**src/source/cvt_ctrl_pkg.sv**
```systemverilog
// Rounding and status definitions
`default_nettype none

package cvt_ctrl_pkg;

  // --------------------
  // Rounding modes
  // --------------------
  // Encoding follows the RISC-V frm field
  typedef enum logic [2:0] {
    RNE = 3'd0,  // Nearest with ties to even
    RTZ = 3'd1,  // Toward zero
    RDN = 3'd2,  // Toward minus infinity
    RUP = 3'd3,  // Toward plus infinity
    RMM = 3'd4   // Nearest with ties away from zero
  } roundmode_e;

  // --------------------
  // IEEE status flags
  // --------------------
  typedef struct packed {
    logic NV;  // Invalid operation
    logic DZ;  // Divide by zero
    logic OF;  // Overflow
    logic UF;  // Underflow
    logic NX;  // Inexact
  } status_t;

  // Only NX can fire in an int to float cast

endpackage

`default_nettype wire

```
**src/source/cvt_fmt_pkg.sv**
```systemverilog
// Integer and binary32 formats
`default_nettype none

package cvt_fmt_pkg;

  // --------------------
  // Integer operand
  // --------------------
  localparam int unsigned INT_WIDTH = 32;        // Operand width for signed or unsigned reads
  localparam int unsigned LZC_WIDTH = 5;         // Shift amount of 0 to 31

  // --------------------
  // binary32 result
  // --------------------
  localparam int unsigned FP_EXP_BITS = 8;       // Exponent field
  localparam int unsigned FP_MAN_BITS = 23;      // Stored fraction without the hidden bit
  localparam int unsigned FP_WIDTH    = 32;      // Sign + exponent + fraction
  localparam int unsigned FP_BIAS     = 127;

  // Internal exponent that holds bias plus 31 with room to spare
  localparam int unsigned EXP_WIDTH = 9;

  // --------------------
  // Word types
  // --------------------
  typedef logic [INT_WIDTH-1:0] int_word_t;      // One integer operand

  typedef logic [FP_WIDTH-1:0] fp_word_t;        // One packed float

endpackage

`default_nettype wire
```
**src/source/i2f_cast_top.sv**
```systemverilog
// Int to float converter
`timescale 1ns/100ps
`default_nettype none

module i2f_cast_top #(
  parameter int unsigned NumInpRegs = 1,  // Stages before normalization
  parameter int unsigned NumMidRegs = 1,  // Stages between normalize and round
  parameter int unsigned NumOutRegs = 1   // Stages after rounding
) (
  input  logic                     clk_i,
  input  logic                     rst_n_i,
  input  logic                     flush_i,
  // Operand side
  input  cvt_fmt_pkg::int_word_t   operand_i,
  input  logic                     is_unsigned_i,
  input  cvt_ctrl_pkg::roundmode_e rnd_mode_i,
  input  logic                     in_valid_i,
  output logic                     in_ready_o,
  // Result side
  output cvt_fmt_pkg::fp_word_t    result_o,
  output cvt_ctrl_pkg::status_t    status_o,
  output logic                     out_valid_o,
  input  logic                     out_ready_i,
  output logic                     busy_o       // Items in flight
);

  localparam int unsigned RmWidth  = $bits(cvt_ctrl_pkg::roundmode_e);
  localparam int unsigned StWidth  = $bits(cvt_ctrl_pkg::status_t);
  localparam int unsigned InpWidth = cvt_fmt_pkg::INT_WIDTH + 1 + RmWidth;
  localparam int unsigned MidWidth = 1 + cvt_fmt_pkg::EXP_WIDTH + cvt_fmt_pkg::INT_WIDTH
                                   + 1 + RmWidth;
  localparam int unsigned OutWidth = cvt_fmt_pkg::FP_WIDTH + StWidth;

  // --------------------
  // Input section
  // --------------------
  logic [InpWidth-1:0]      inp_data_q;
  logic                     inp_valid, inp_busy;
  cvt_fmt_pkg::int_word_t   inp_operand;
  logic                     inp_unsigned;
  cvt_ctrl_pkg::roundmode_e inp_rnd_mode;

  // Mid section fed by the normalizer
  logic [cvt_fmt_pkg::EXP_WIDTH-1:0] norm_exp, mid_exp;
  cvt_fmt_pkg::int_word_t            norm_mant, mid_mant;
  logic                              norm_sign, norm_zero, mid_sign, mid_zero;
  logic [MidWidth-1:0]               mid_data_q;
  logic                              mid_ready, mid_valid, mid_busy;
  cvt_ctrl_pkg::roundmode_e          mid_rnd_mode;

  // Output section
  cvt_fmt_pkg::fp_word_t    pack_result;
  cvt_ctrl_pkg::status_t    pack_status;
  logic [OutWidth-1:0]      out_data_q;
  logic                     out_ready, out_busy;

  cvt_pipe_regs #(.NumRegs(NumInpRegs), .DataWidth(InpWidth)) i_inp_regs (
    .clk_i, .rst_n_i, .flush_i,
    .valid_i ( in_valid_i ), .ready_o ( in_ready_o ),
    .data_i  ( {operand_i, is_unsigned_i, rnd_mode_i} ),
    .valid_o ( inp_valid  ), .ready_i ( mid_ready  ),
    .data_o  ( inp_data_q ), .busy_o  ( inp_busy   )
  );

  assign inp_operand  = inp_data_q[InpWidth-1 -: cvt_fmt_pkg::INT_WIDTH];
  assign inp_unsigned = inp_data_q[RmWidth];
  assign inp_rnd_mode = cvt_ctrl_pkg::roundmode_e'(inp_data_q[RmWidth-1:0]);

  int_normalizer i_int_normalizer (
    .operand_i ( inp_operand ), .is_unsigned_i ( inp_unsigned ),
    .sign_o    ( norm_sign   ), .exp_o         ( norm_exp     ),
    .mant_o    ( norm_mant   ), .is_zero_o     ( norm_zero    )
  );

  // --------------------
  // Mid section
  // --------------------
  cvt_pipe_regs #(.NumRegs(NumMidRegs), .DataWidth(MidWidth)) i_mid_regs (
    .clk_i, .rst_n_i, .flush_i,
    .valid_i ( inp_valid  ), .ready_o ( mid_ready ),
    .data_i  ( {norm_sign, norm_exp, norm_mant, norm_zero, inp_rnd_mode} ),
    .valid_o ( mid_valid  ), .ready_i ( out_ready ),
    .data_o  ( mid_data_q ), .busy_o  ( mid_busy  )
  );

  assign mid_sign     = mid_data_q[MidWidth-1];
  assign mid_exp      = mid_data_q[MidWidth-2 -: cvt_fmt_pkg::EXP_WIDTH];
  assign mid_mant     = mid_data_q[RmWidth+1 +: cvt_fmt_pkg::INT_WIDTH];
  assign mid_zero     = mid_data_q[RmWidth];
  assign mid_rnd_mode = cvt_ctrl_pkg::roundmode_e'(mid_data_q[RmWidth-1:0]);

  i2f_pack i_i2f_pack (
    .sign_i     ( mid_sign     ), .exp_i      ( mid_exp      ),
    .mant_i     ( mid_mant     ), .is_zero_i  ( mid_zero     ),
    .rnd_mode_i ( mid_rnd_mode ), .result_o   ( pack_result  ),
    .status_o   ( pack_status  )
  );

  // --------------------
  // Output section
  // --------------------
  cvt_pipe_regs #(.NumRegs(NumOutRegs), .DataWidth(OutWidth)) i_out_regs (
    .clk_i, .rst_n_i, .flush_i,
    .valid_i ( mid_valid   ), .ready_o ( out_ready   ),
    .data_i  ( {pack_result, pack_status} ),
    .valid_o ( out_valid_o ), .ready_i ( out_ready_i ),
    .data_o  ( out_data_q  ), .busy_o  ( out_busy    )
  );

  assign result_o = out_data_q[OutWidth-1 -: cvt_fmt_pkg::FP_WIDTH];
  assign status_o = out_data_q[StWidth-1:0];

  assign busy_o = inp_busy | mid_busy | out_busy;  // Any stage occupied

endmodule

`default_nettype wire

```
**src/source/i2f_pack.sv**
```systemverilog
// Float result assembly
`timescale 1ns/100ps
`default_nettype none

module i2f_pack (
  input  logic                              sign_i,      // Sign of the operand
  input  logic [cvt_fmt_pkg::EXP_WIDTH-1:0] exp_i,       // Biased exponent
  input  cvt_fmt_pkg::int_word_t            mant_i,      // Normalized with leading one at MSB
  input  logic                              is_zero_i,   // Operand was zero
  input  cvt_ctrl_pkg::roundmode_e          rnd_mode_i,
  output cvt_fmt_pkg::fp_word_t             result_o,
  output cvt_ctrl_pkg::status_t             status_o
);

  // Bit just below the fraction
  localparam int unsigned RndBit = cvt_fmt_pkg::INT_WIDTH - cvt_fmt_pkg::FP_MAN_BITS - 2;

  logic [cvt_fmt_pkg::FP_MAN_BITS-1:0] frac;          // Fraction before rounding
  logic [1:0]                          round_sticky;  // {round, sticky}
  logic [cvt_fmt_pkg::FP_WIDTH-2:0]    pre_round;     // {exponent, fraction}
  logic [cvt_fmt_pkg::FP_WIDTH-2:0]    rounded;

  // --------------------
  // Round/sticky
  // --------------------
  // Bit 31 is the hidden one and is dropped
  assign frac            = mant_i[cvt_fmt_pkg::INT_WIDTH-2 -: cvt_fmt_pkg::FP_MAN_BITS]; // 30..8
  assign round_sticky[1] = mant_i[RndBit];         // Bit 7
  assign round_sticky[0] = |mant_i[RndBit-1:0];    // Bits 6..0 collapsed

  // Exponent never exceeds 158 so its top bit stays clear
  assign pre_round = {exp_i[cvt_fmt_pkg::FP_EXP_BITS-1:0], frac};

  // --------------------
  // Rounding
  // --------------------
  fp_round i_fp_round (
    .abs_value_i    ( pre_round    ),
    .sign_i         ( sign_i       ),
    .round_sticky_i ( round_sticky ),
    .rnd_mode_i     ( rnd_mode_i   ),
    .abs_rounded_o  ( rounded      )
  );

  // Zero has no leading one so it gives +0 directly
  assign result_o = is_zero_i ? '0 : {sign_i, rounded};

  // 32-bit ints always fit binary32 so only NX can be raised
  assign status_o = '{NV: 1'b0, DZ: 1'b0, OF: 1'b0, UF: 1'b0, NX: |round_sticky};

endmodule

`default_nettype wire

```
**src/source/fp_round.sv**
```systemverilog
// Float rounding unit
`timescale 1ns/100ps
`default_nettype none

module fp_round (
  input  logic [cvt_fmt_pkg::FP_WIDTH-2:0] abs_value_i,     // {exponent, fraction}
  input  logic                             sign_i,          // Sign of the value
  input  logic [1:0]                       round_sticky_i,  // {round, sticky}
  input  cvt_ctrl_pkg::roundmode_e         rnd_mode_i,
  output logic [cvt_fmt_pkg::FP_WIDTH-2:0] abs_rounded_o    // Rounded magnitude
);

  logic round_up;   // Add one ulp
  logic inexact;    // Any bits dropped

  assign inexact = |round_sticky_i;

  // --------------------
  // Round-up decision
  // --------------------
  always_comb begin : rnd_decision
    unique case (rnd_mode_i)
      // Above half or exactly half with odd lsb
      cvt_ctrl_pkg::RNE: round_up = round_sticky_i[1] & (round_sticky_i[0] | abs_value_i[0]);
      cvt_ctrl_pkg::RTZ: round_up = 1'b0;               // Plain truncation
      cvt_ctrl_pkg::RDN: round_up = inexact & sign_i;   // Magnitude grows when negative
      cvt_ctrl_pkg::RUP: round_up = inexact & ~sign_i;  // Magnitude grows when positive
      cvt_ctrl_pkg::RMM: round_up = round_sticky_i[1];  // Half and above go away from zero
      default:           round_up = 1'b0;               // Unused encodings truncate
    endcase
  end

  // Fraction carry ripples into the exponent field
  // 0x7FFFFF plus one becomes the next power of two
  assign abs_rounded_o = abs_value_i + {{(cvt_fmt_pkg::FP_WIDTH - 2){1'b0}}, round_up};

endmodule

`default_nettype wire

```
**src/source/cvt_pipe_regs.sv**
```systemverilog
// Valid/ready register chain
`timescale 1ns/100ps
`default_nettype none

module cvt_pipe_regs #(
  parameter int unsigned NumRegs   = 1,  // Stage count where 0 is pass-through
  parameter int unsigned DataWidth = 1   // Payload width per stage
) (
  input  logic                 clk_i,
  input  logic                 rst_n_i,
  input  logic                 flush_i,   // Drop everything in flight
  // Upstream side
  input  logic                 valid_i,
  output logic                 ready_o,
  input  logic [DataWidth-1:0] data_i,
  // Downstream side
  output logic                 valid_o,
  input  logic                 ready_i,
  output logic [DataWidth-1:0] data_o,
  output logic                 busy_o     // Some stage holds an item
);

  // Index i is the view after i stages and 0 is the input
  logic [0:NumRegs]                valid;
  logic [0:NumRegs]                ready;  // Combinational and travels backwards
  logic [0:NumRegs][DataWidth-1:0] data;

  assign valid[0] = valid_i;
  assign data[0]  = data_i;
  assign ready_o  = ready[0];

  // --------------------
  // Register stages
  // --------------------
  for (genvar i = 0; i < NumRegs; i++) begin : gen_stage
    logic                 valid_q;
    logic [DataWidth-1:0] data_q;
    logic                 load;

    // Advance when the next stage moves on or only holds a bubble
    assign ready[i] = ready[i+1] | ~valid[i+1];
    assign load     = ready[i] & valid[i];  // Real item arriving

    always_ff @(posedge clk_i or negedge rst_n_i) begin : valid_reg
      if (!rst_n_i) begin
        valid_q <= 1'b0;
      end else if (flush_i) begin
        valid_q <= 1'b0;           // Items in flight are lost
      end else if (ready[i]) begin
        valid_q <= valid[i];
      end
    end

    always_ff @(posedge clk_i) begin : data_reg
      if (load) begin
        data_q <= data[i];         // Payload only moves with a valid item
      end
    end

    assign valid[i+1] = valid_q;
    assign data[i+1]  = data_q;
  end

  // Last stage is driven by the consumer
  assign ready[NumRegs] = ready_i;
  assign valid_o        = valid[NumRegs];
  assign data_o         = data[NumRegs];

  if (NumRegs > 0) begin : gen_busy
    assign busy_o = |valid[1:NumRegs];
  end else begin : gen_no_busy
    assign busy_o = 1'b0;          // Nothing can be held
  end

endmodule

`default_nettype wire

```
**src/source/int_normalizer.sv**
```systemverilog
// Integer normalization
`timescale 1ns/100ps
`default_nettype none

module int_normalizer (
  input  cvt_fmt_pkg::int_word_t             operand_i,      // Raw integer
  input  logic                               is_unsigned_i,  // Read operand as unsigned
  output logic                               sign_o,         // Sign of the value
  output logic [cvt_fmt_pkg::EXP_WIDTH-1:0]  exp_o,          // Biased exponent
  output cvt_fmt_pkg::int_word_t             mant_o,         // Leading one at the MSB
  output logic                               is_zero_o       // Operand was zero
);

  // Exponent of a value whose leading one sits at bit 31
  localparam int unsigned ExpTop = cvt_fmt_pkg::FP_BIAS + cvt_fmt_pkg::INT_WIDTH - 1;

  cvt_fmt_pkg::int_word_t                magnitude;  // Absolute value
  logic [cvt_fmt_pkg::LZC_WIDTH-1:0]     lz_cnt;     // Normalization shift
  logic                                  lz_empty;

  // --------------------
  // Sign and magnitude
  // --------------------
  // Unsigned is never negative
  assign sign_o    = operand_i[cvt_fmt_pkg::INT_WIDTH-1] & ~is_unsigned_i;
  assign magnitude = sign_o ? -operand_i : operand_i;  // INT_MIN maps to 2^31 unsigned

  // --------------------
  // Normalization
  // --------------------
  lead_zero_count i_lzc (
    .in_i    ( magnitude ),
    .cnt_o   ( lz_cnt    ),
    .empty_o ( lz_empty  )
  );

  // Shift the leading one up to bit 31
  assign mant_o = magnitude << lz_cnt;

  // Each leading zero lowers the exponent by one
  assign exp_o = ExpTop[cvt_fmt_pkg::EXP_WIDTH-1:0]
               - {{(cvt_fmt_pkg::EXP_WIDTH - cvt_fmt_pkg::LZC_WIDTH){1'b0}}, lz_cnt};

  assign is_zero_o = lz_empty;  // Exponent and mantissa are don't-care then

endmodule

`default_nettype wire

```
**src/source/lead_zero_count.sv**
```systemverilog
// Leading-zero counter
`timescale 1ns/100ps
`default_nettype none

module lead_zero_count (
  input  cvt_fmt_pkg::int_word_t             in_i,     // Value to scan
  output logic [cvt_fmt_pkg::LZC_WIDTH-1:0]  cnt_o,    // Zeros above the first one
  output logic                               empty_o   // No bit set at all
);

  logic found;  // A one has been seen during the scan

  // Priority scan from the MSB down
  // Counting stops at the first set bit
  always_comb begin : scan
    cnt_o = '0;
    found = 1'b0;
    for (int i = cvt_fmt_pkg::INT_WIDTH - 1; i >= 0; i--) begin
      if (!found) begin
        if (in_i[i]) begin
          found = 1'b1;             // Leading one located
        end else begin
          cnt_o = cnt_o + 1'b1;     // One more leading zero
        end
      end
    end
  end

  // Count wraps to 0 for an all-zero word so that case has its own flag
  assign empty_o = ~found;

endmodule

`default_nettype wire

```
**config.mk**
```make
export PLATFORM = sky130hd
export DESIGN_NAME = i2f_cast_top
export DESIGN_NICKNAME = d
export VERILOG_FILES = /design/src/source/cvt_ctrl_pkg.sv /design/src/source/cvt_fmt_pkg.sv /design/src/source/i2f_cast_top.sv /design/src/source/i2f_pack.sv /design/src/source/fp_round.sv /design/src/source/cvt_pipe_regs.sv /design/src/source/int_normalizer.sv /design/src/source/lead_zero_count.sv
export SDC_FILE = /design/constraint.sdc
export NUM_CORES = 1
export LEC_CHECK = 0
export ABC_AREA = 0
export BUFFER_PORTS_ARGS = -buffer_cell sky130_fd_sc_hd__buf_2
export CAP_MARGIN = 20
export CORE_ASPECT_RATIO = 1.25
export CORE_MARGIN = 2
export CORE_UTILIZATION = 55
export DETAILED_ROUTE_END_ITERATION = 8
export HOLD_SLACK_MARGIN = 0.06
export PLACE_DENSITY = 0.74
export SYNTH_ARGS = -nofsm -noshare
export SYNTH_HDL_FRONTEND = slang
export SYNTH_HIERARCHICAL = 1
export SYNTH_SLANG_ARGS = --single-unit
```
**constraint.sdc**
```tcl
create_clock -name clk_i -period 27.5 [get_ports clk_i]
set_clock_uncertainty 0.1 [all_clocks]
set_input_delay 1.375 -clock clk_i [delete_from_list [all_inputs] [get_ports clk_i]]
set_output_delay 1.375 -clock clk_i [all_outputs]
set_load 0.02 [all_outputs]
```
==> impl_metrics.toml, run 1 <==
[run_status]
run_status = "finished, final reports clean"

[worst_hold_path]
whs_path_depth = 0
min_path_type = "reg2reg"

[power_and_ir_drop]
vdd_ir_drop_max_v = 0.00004493
power.leakage_nw = 4.616
p_per_area_mw_per_mm2 = 52.47

[setup_path]
startpoint_type = "flip-flop"
timing_worst_setup_path_type = "reg2reg"
critPathCaptureType = "flip-flop"
slowest_stage = "or4_1"
cp.buffers_inverters = 4
required_ps = 27550
cp_data_arrival_time_ps = 17190
cp_top_family = "simple AND/OR/NAND/NOR gates"
r2r_cells = 82
crit_path_max_fanout = 29
crit_cells = 82
crit_path_frequent_cell = "ha_1"
slowest_delay_ps = 720

[detailed_routing]
viasPerCell = 6.247
drtAntennaViolNets = 0
dr_total_vias = 9814
drt_iter0_markers = 864
wire_per_inst_um = 18.16
drtPass1Iterations = 8
drc = 0
wl_um = 28520

[grt]
busiest_layer = "met2"
gr-usage-met1_pct = 30.55
grt_max_degree = 47
met3_usage_pct = 4.352
grt_antenna_before_repair = 0
use_met2_pct = 47.36
grt_pass1_vias = 9199
grt_use_total_pct = 26.44
grt_pass1_wl_um = 46030
overflow = 0

[yosys]
syn_area_per_cell_um2 = 9.068
yosysWarnings = 6
syn_inst = 1239
synth_area_mm2 = 0.01124

[clock_network]
path_clk_slew_ps = 60
cts_sinks = 120
cts_tree = "built"
cts_resized = 0
cts-root-buf = "clkbuf_16"
clkLatencyLatePin_ps = 430
hold_buffers = 0
cts_setup_buffers = 0
clock_path_buffers = 2
htreeDepth = 4
cts_made_buffers = 17

[floorplanning]
ios = 81
core_area_mm2 = 0.02010
die_w_um = 131.8
dieArea_mm2 = 0.02160
initial_core_util_pct = 55.89
die_y_um = 163.8
rows = 58

[timing]
tns_ps = 0
hold_slack_ps = 319.4
rsz0062_at_grt = "false"
fmax_mhz = 58.37
hold_viol_final = 0
worst_pin_slew_ps = 1064
slew_headroom_pct = 28.58
min_period_ps = 17130
setup_violations = 0
report.final.slew_viol_count = 0
fin_crit_sh_pct = 62.30

[placed_design]
numPortBuffers = 80
gp_congestion = 1.025
hpwl_um = 21710

[layout]
area_growth_pct = 10.16
diodes = 0
nets = 1361
drive_gt1_share_pct = 16.68
fill_cells = 1721

[run]
maxCapViolations = 0
report_power, final:
group | total [W] | switching [W] | internal, W
sequential | 0.000228 | 0.0000113 | 0.000217
combinational | 0.000201 | 0.000122 | 0.0000787
clock | 0.000221 | 0.0000919 | 0.000129
total | 0.000649 | 0.000225 | 0.000424
cell usage in the layout (no fill, tap or decap), drive strengths merged, types with 10 or more instances in the layout:
cell type / n
nor2b: 51
xnor2: 75
mux2i: 32
clkbuf: 17
o211ai: 15
nor3: 50
or3: 12
nor4: 24
a22oi: 11
a211oi: 10
a31oi: 11
nand2: 108
o21ai: 41
mux2: 20
xor2: 33
and2: 22
nand3: 44
a21oi: 73
edfxtp: 117
inv: 61
nand2b: 21
o21a: 10
nor2: 124
and3: 12
buf: 91
nand4: 20
mux4: 11
ha: 32
metrics by stage:
stage	instance area [µm²]	power (W)	utilization, %	setup slack [ps]	cells
6_report	12380	0.0006495	61.57	10370	1571
3_3_place_gp	11790	0.0004237	58.65	11220	1539
5_1_grt	12380	0.0006814	61.57	8616	1571
2_1_floorplan	11250	0.0003785	-	12820	1242
4_1_cts	12380	0.0006492	61.57	10590	1571
3_5_place_dp	11790	0.0004266	58.65	10680	1539
routing by layer:
layer	part of all wire (%)	wire length, µm
met1	39	11080
met2	51	14550
met3	6.0	1699
met4	4.2	1197
met5	0	0
path summary, 6_finish.rpt:
| kind | endpoint | slack (ps) | from |
|---|---|---|---|
| setup / recovery | i_mid_regs/data_o[31]$_DFFE_PP_ | 10370 | i_inp_regs/data_o[21]$_DFFE_PP_ |
| hold / removal | i_mid_regs/data_o[0]$_DFFE_PP_ | 320 | i_inp_regs/data_o[0]$_DFFE_PP_ |
| setup reg to reg | i_mid_regs/data_o[31]$_DFFE_PP_ | 10370 | i_inp_regs/data_o[21]$_DFFE_PP_ |
| hold reg to reg | i_mid_regs/data_o[0]$_DFFE_PP_ | 320 | i_inp_regs/data_o[0]$_DFFE_PP_ |
| max in group asynchronous | i_out_regs/busy_o$_DFFE_PN0P_ | 26550 | rst_n_i |
| min in group asynchronous | i_inp_regs/busy_o$_DFFE_PN0P_ | 650 | rst_n_i |
registers in the layout, indices dropped and copies added (netlist names):
register	count
i_inp_regs/busy_o	1
i_mid_regs/busy_o	1
i_inp_regs/data_o	36
i_out_regs/busy_o	1
i_mid_regs/data_o	44
i_out_regs/data_o	37
cell type report:
cell class / count / area (µm²) / share of cell area (%)
Tap cell: 270 / 337.8 / 2.729
Timing Repair Buffer: 91 / 483.0 / 3.902
Sequential cell: 120 / 3588 / 28.99
Clock buffer: 17 / 425.4 / 3.437
Clock inverter: 15 / 161.4 / 1.304
Multi-Input combinational cell: 1005 / 7182 / 58.03
Inverter: 53 / 198.9 / 1.607
Note: power is estimated with default switching activity, not from simulation.
==> run 2, diff against run 1 <==
ABC_AREA = 1   (was 0)
PLACE_DENSITY = 0.77   (was 0.74)
clock period = 13.8 ns   (was 27.5 ns; I/O delays follow)
==> impl_metrics.toml, run 2 <==
[setup_path]
timing_worst_setup_path_type = "reg2reg"
startpoint_type = "flip-flop"
slowest_delay_ps = 460
cp_data_arrival_time_ps = 13190
crit_path_max_fanout = 11
slowest_stage = "edfxtp_1"
required_ps = 13860
crit_path_frequent_cell = "nand2_1"
critPathCaptureType = "flip-flop"

[floorplanning]
dieArea_mm2 = 0.02108
core_area_mm2 = 0.01947
initial_core_util_pct = 56.29
die_y_um = 161.8
die_w_um = 130.3
ios = 81
rows = 57

[detailed_routing]
met1Wirelength_um = 10610
wl_met2_um = 14990
viasPerCell = 5.341
maxUsedRoutingLayer = "met4"
wl_um = 28760
route.met3.wl_um = 1334
drc = 0
wire_per_inst_um = 14.15
drtAntennaViolNets = 0
drt_iter0_markers = 722
drtPass1Iterations = 5
dr_total_vias = 10853

[yosys]
synth_area_mm2 = 0.01096
syn_inst = 1652
syn_area_per_cell_um2 = 6.635
yosysWarnings = 6

[timing]
report.final.slew_viol_count = 0
fmax_mhz = 76.14
hold_viol_final = 0
worst_pin_slew_ps = 1012
fin_crit_sh_pct = 95.18
min_period_ps = 13130
slew_headroom_pct = 32.46
setup_violations = 0
fin_ws_ps = 665.7
rsz0062_at_grt = "true"

[layout]
final_util_pct = 64.93
largest_register_ffs = 44
area_growth_pct = 15.34
fill_cells = 1746
nets = 1827
drive_gt1_share_pct = 17.15
mostFrequentLayoutCells = "nand2_1, nand3_1, inv_1, nor2_1, edfxtp_1"
layout_commonest_cell = "nand2_1"
diodes = 0

[placed_design]
hpwl_um = 22210
gp_congestion = 0.9941
numPortBuffers = 80
pre_cts_slack_ps = 63.97

[run_status]
run_status = "finished, final reports clean"

[power_and_ir_drop]
power.leakage_nw = 6.270
vdd_ir_drop_max_v = 0.00008901
p_per_area_mw_per_mm2 = 124.6
total_power_w = 0.001575

[grt]
grt_antenna_before_repair = 0
grt_pass1_wl_um = 44720
grt_pass1_vias = 9674
grt_max_degree = 45
grt_use_total_pct = 26.87
overflow = 0

[run]
maxCapViolations = 0

[clock_network]
cts_made_buffers = 17
cts-root-buf = "clkbuf_16"
cts_tree = "built"
cts_sinks = 120
clock_path_buffers = 2
htreeDepth = 4
clkLatencyLatePin_ps = 430
path_clk_slew_ps = 60

[worst_hold_path]
min_path_type = "reg2reg"
## run 2: changes by cell type in the layout (fill, tap and decap cells not counted), moves of 50 or more
| cell | change |
|---|---|
| nor2b_1 | -50 |
| nand2_1 | +420 |
| xnor2_1 | -58 |
| inv_1 | +157 |
| a21oi_1 | -52 |
| nand3_1 | +217 |
## run 2: worst max-delay path, delay by kind of cell, from the launching register on
kind | cells | cell delay (ps)
AO/OA/AOI/OAI | 16 | 2120
XOR/XNOR | 1 | 280
adder cells (fa/ha/maj) | 16 | 4160
buffers and inverters | 20 | 1630
flip-flops | 1 | 460
AND/OR/NAND/NOR | 45 | 4100
## run 2: path summary, 6_finish.rpt
check	slack, ps	to	startpoint	cells past startpoint
worst min register to register	330	i_mid_regs/data_o[1]$_DFFE_PP_	i_inp_regs/data_o[1]$_DFFE_PP_	0
worst min-delay path	330	i_mid_regs/data_o[1]$_DFFE_PP_	i_inp_regs/data_o[1]$_DFFE_PP_	0
max in group asynchronous	12980	i_inp_regs/busy_o$_DFFE_PN0P_	rst_n_i	2
min in group asynchronous	510	i_out_regs/busy_o$_DFFE_PN0P_	rst_n_i	2
worst max register to register	670	i_mid_regs/data_o[25]$_DFFE_PP_	i_inp_regs/data_o[4]$_DFFE_PP_	98
worst max-delay path	670	i_mid_regs/data_o[25]$_DFFE_PP_	i_inp_regs/data_o[4]$_DFFE_PP_	98
## run 2: area by class of cell
class	count	area, µm²	share of cell area, %
Clock buffer	17	425.4	3.365
Multi-Input combinational cell	1248	6394	50.57
Timing Repair Buffer	123	777.0	6.146
Sequential cell	120	3588	28.38
Timing Repair inverter	2	15.01	0.1188
Tap cell	265	331.6	2.623
Clock inverter	15	167.7	1.326
Inverter	242	943.4	7.462
## run 2: routing by layer
layer	GRT usage, %	up-vias
met2	48.76	392
met4	16.67	0
met1	29.05	4829
met3	3.623	117
met5	0	-
li1	-	5515
## run 2: per-stage QoR
| stage | cell area, µm² | setup TNS (ps) | hold WS [ps] | cells |
|---|---|---|---|---|
| final | 12640 | 0 | 327.9 | 2032 |
| after global routing | 12640 | -6589 | 320.3 | 2032 |
| after CTS | 12180 | 0 | 321.4 | 1999 |
| after detailed placement | 11570 | 0 | 316.4 | 1966 |
| after global placement | 11570 | 0 | 320.1 | 1966 |
| after floorplan | 10970 | 0 | 294.4 | 1655 |
## run 2: repair_timing
| item | 4_1_cts | 5_1_grt |
|---|---|---|
| endpoints found under the hold margin | 3 | 0 |
| gates cloned | 0 | 2 |
| setup buffers | 0 | 29 |
| pin swaps | 0 | 16 |
| hold buffers | 1 | 0 |
| gates resized for setup | 1 | 67 |
| endpoints found under the setup margin | 1 | 38 |
## run 2: where the power goes
group	internal, W	switching [W]
registers	0.000452	0.0000302
clock network	0.000270	0.000173
logic	0.000210	0.000440
total	0.000932	0.000643
==> run 3, diff against run 2 <==
SYNTH_HIERARCHICAL = not set   (was 1)
==> impl_metrics.toml, run 3 <==
[timing]
hold_viol_final = 0
rsz0062_at_grt = "true"
slew_headroom_pct = 46.14
worst_pin_slew_ps = 805.2
fin_crit_sh_pct = 99.39
hold_slack_ps = 318.7
min_period_ps = 13720
report.final.slew_viol_count = 0
setup_violations = 0
fmax_mhz = 72.91
tns_ps = 0
fin_ws_ps = 84.05

[clock_network]
clkLatencyLatePin_ps = 440
cts-root-buf = "clkbuf_16"
cts_made_buffers = 17
cts_sinks = 116
htreeDepth = 4
cts_tree = "built"
path_clk_slew_ps = 60
clock_path_buffers = 2

[yosys]
synth.top_cell.area_share_pct = 31.23
syn_inst = 1633
synthArstFlopShare_pct = 2.586
synth_cell_types = 51
syn_area_per_cell_um2 = 6.653
synth_area_mm2 = 0.01086
synth_seq_area_share_pct = 31.92
synth_flop_cell = "edfxtp_1"
yosysWarnings = 0
yosysMostFrequentCell = "nand2_1"
synthTopCellsByCount = "nand2_1, inv_1, nand3_1"
synth-edff-count = 113
synth_area_leaders = "edfxtp_1, nand2_1, nand3_1, inv_1, nor2_1"
synth-seq-cells = 116
yosysTopAreaCell = "edfxtp_1"

[setup_path]
crit_path_max_fanout = 8
critPathCaptureType = "flip-flop"
required_ps = 13890
r2r_cells = 111
crit_path_frequent_cell = "nand2_1"
startpoint_type = "flip-flop"
cp_data_arrival_time_ps = 13800
slowest_delay_ps = 400
slowest_stage = "edfxtp_1"
timing_worst_setup_path_type = "reg2reg"

[power_and_ir_drop]
p_per_area_mw_per_mm2 = 105.5
vdd_ir_drop_max_v = 0.00008514
power.leakage_nw = 7.245
total_power_w = 0.001570

[layout]
final_util_pct = 76.75
nets = 1983
drive_gt1_share_pct = 33.51
area_growth_pct = 37.05
mostFrequentLayoutCells = "nand2_1, inv_1, buf_4, nand3_1, nor2_1"
largest_register_ffs = 44
diodes = 0
layout_commonest_cell = "nand2_1"

[floorplanning]
dieArea_mm2 = 0.02090
rows = 57
die_w_um = 129.7
ios = 81
initial_core_util_pct = 56.00
die_y_um = 161.1
core_area_mm2 = 0.01940

[grt]
grt_max_degree = 45
grt_pass1_vias = 10753
grt_antenna_before_repair = 0
grt_use_total_pct = 27.23
overflow = 0
grt_pass1_wl_um = 46150

[worst_hold_path]
min_path_type = "reg2reg"
whs_path_depth = 0

[detailed_routing]
drt_iter0_markers = 753
dr_total_vias = 11842
viasPerCell = 5.415
drc = 0
drtAntennaViolNets = 0
wl_um = 31460
drtPass1Iterations = 8
wire_per_inst_um = 14.38

[run]
maxCapViolations = 0

[placed_design]
gp_congestion = 0.9559
numPortBuffers = 76
pre_cts_slack_ps = -857.9
hpwl_um = 21160

[run_status]
run_status = "finished, final reports clean"
[run 3: cell types whose count changed in the layout (fill, tap and decap cells not counted), moves of 29 or more]
cell / change
buf_4: +153
nor2_1: -29
nand3_2: +31
nand2_1: -90
nand3_1: -113
nand2_2: +64
[run 3: cell families after synthesis]
logic type	synth area share [%]
other cells	0.03452
compound gates	6.726
simple gates	43.02
xor+xnor	2.015
fa+ha+maj	3.801
flops	31.92
mux	0.09214
buf+inv	12.39
[run 3: metal layers]
metal	wire length, µm	vias up	GRT usage [%]
li1	-	5787	-
met1	11630	5405	29.54
met2	16490	486	50.79
met3	1514	164	3.312
met4	1824	0	14.22
met5	0	-	0
[run 3: area by class of cell]
cell class | instances | area (µm²)
Multi-Input combinational cell | 1217 | 7176
Timing Repair inverter | 2 | 17.52
Tap cell | 265 | 331.6
Clock buffer | 18 | 429.2
Inverter | 272 | 1086
Timing Repair Buffer | 283 | 2132
Sequential cell | 116 | 3468
Fill cell | 1384 | 4509
Clock inverter | 14 | 249.0
[run 3: timing repair]
action	in CTS	in global routing
gates cloned	1	9
hold endpoints to repair	3	0
endpoints found under the setup margin	38	38
resized for setup	58	252
hold buffers	1	0
buffers inserted	31	23
pin swaps	41	134
[run 3: power by group]
group / internal, W / leakage, nW / switching, W
registers: 0.000423 / 1.10 / 0.0000131
clock network: 0.000341 / 0.326 / 0.000185
logic: 0.000242 / 5.82 / 0.000366
total: 0.00101 / 7.25 / 0.000564
[run 3: path summary, 6_finish.rpt]
check                                                        to                      startpoint  slack [ps]
min in group asynchronous         i_mid_regs.busy_o$_DFFE_PN0P_                         rst_n_i         480
worst max-delay path            i_mid_regs.data_o[31]$_DFFE_PP_  i_inp_regs.data_o[5]$_DFFE_PP_          80
worst min register to register   i_mid_regs.data_o[2]$_DFFE_PP_  i_inp_regs.data_o[2]$_DFFE_PP_         320
worst min-delay path             i_mid_regs.data_o[2]$_DFFE_PP_  i_inp_regs.data_o[2]$_DFFE_PP_         320
worst max register to register  i_mid_regs.data_o[31]$_DFFE_PP_  i_inp_regs.data_o[5]$_DFFE_PP_          80
max in group asynchronous         i_inp_regs.busy_o$_DFFE_PN0P_                         rst_n_i       13010
[run 3: worst max-delay path, delay by kind of cell (launching register included)]
family | cells | cell delay (ps)
buffers and inverters | 22 | 1850
AO/OA/AOI/OAI | 9 | 1290
AND/OR/NAND/NOR | 65 | 6210
adder cells (fa/ha/maj) | 15 | 3620
flip-flops | 1 | 400
[run 3: metrics by stage]
stage	instances	instance area [µm²]
detailed placement	2094	12480
floorplan	1636	10880
finish	2187	14890
global placement	2094	12480
global route	2187	14890
CTS	2159	13590
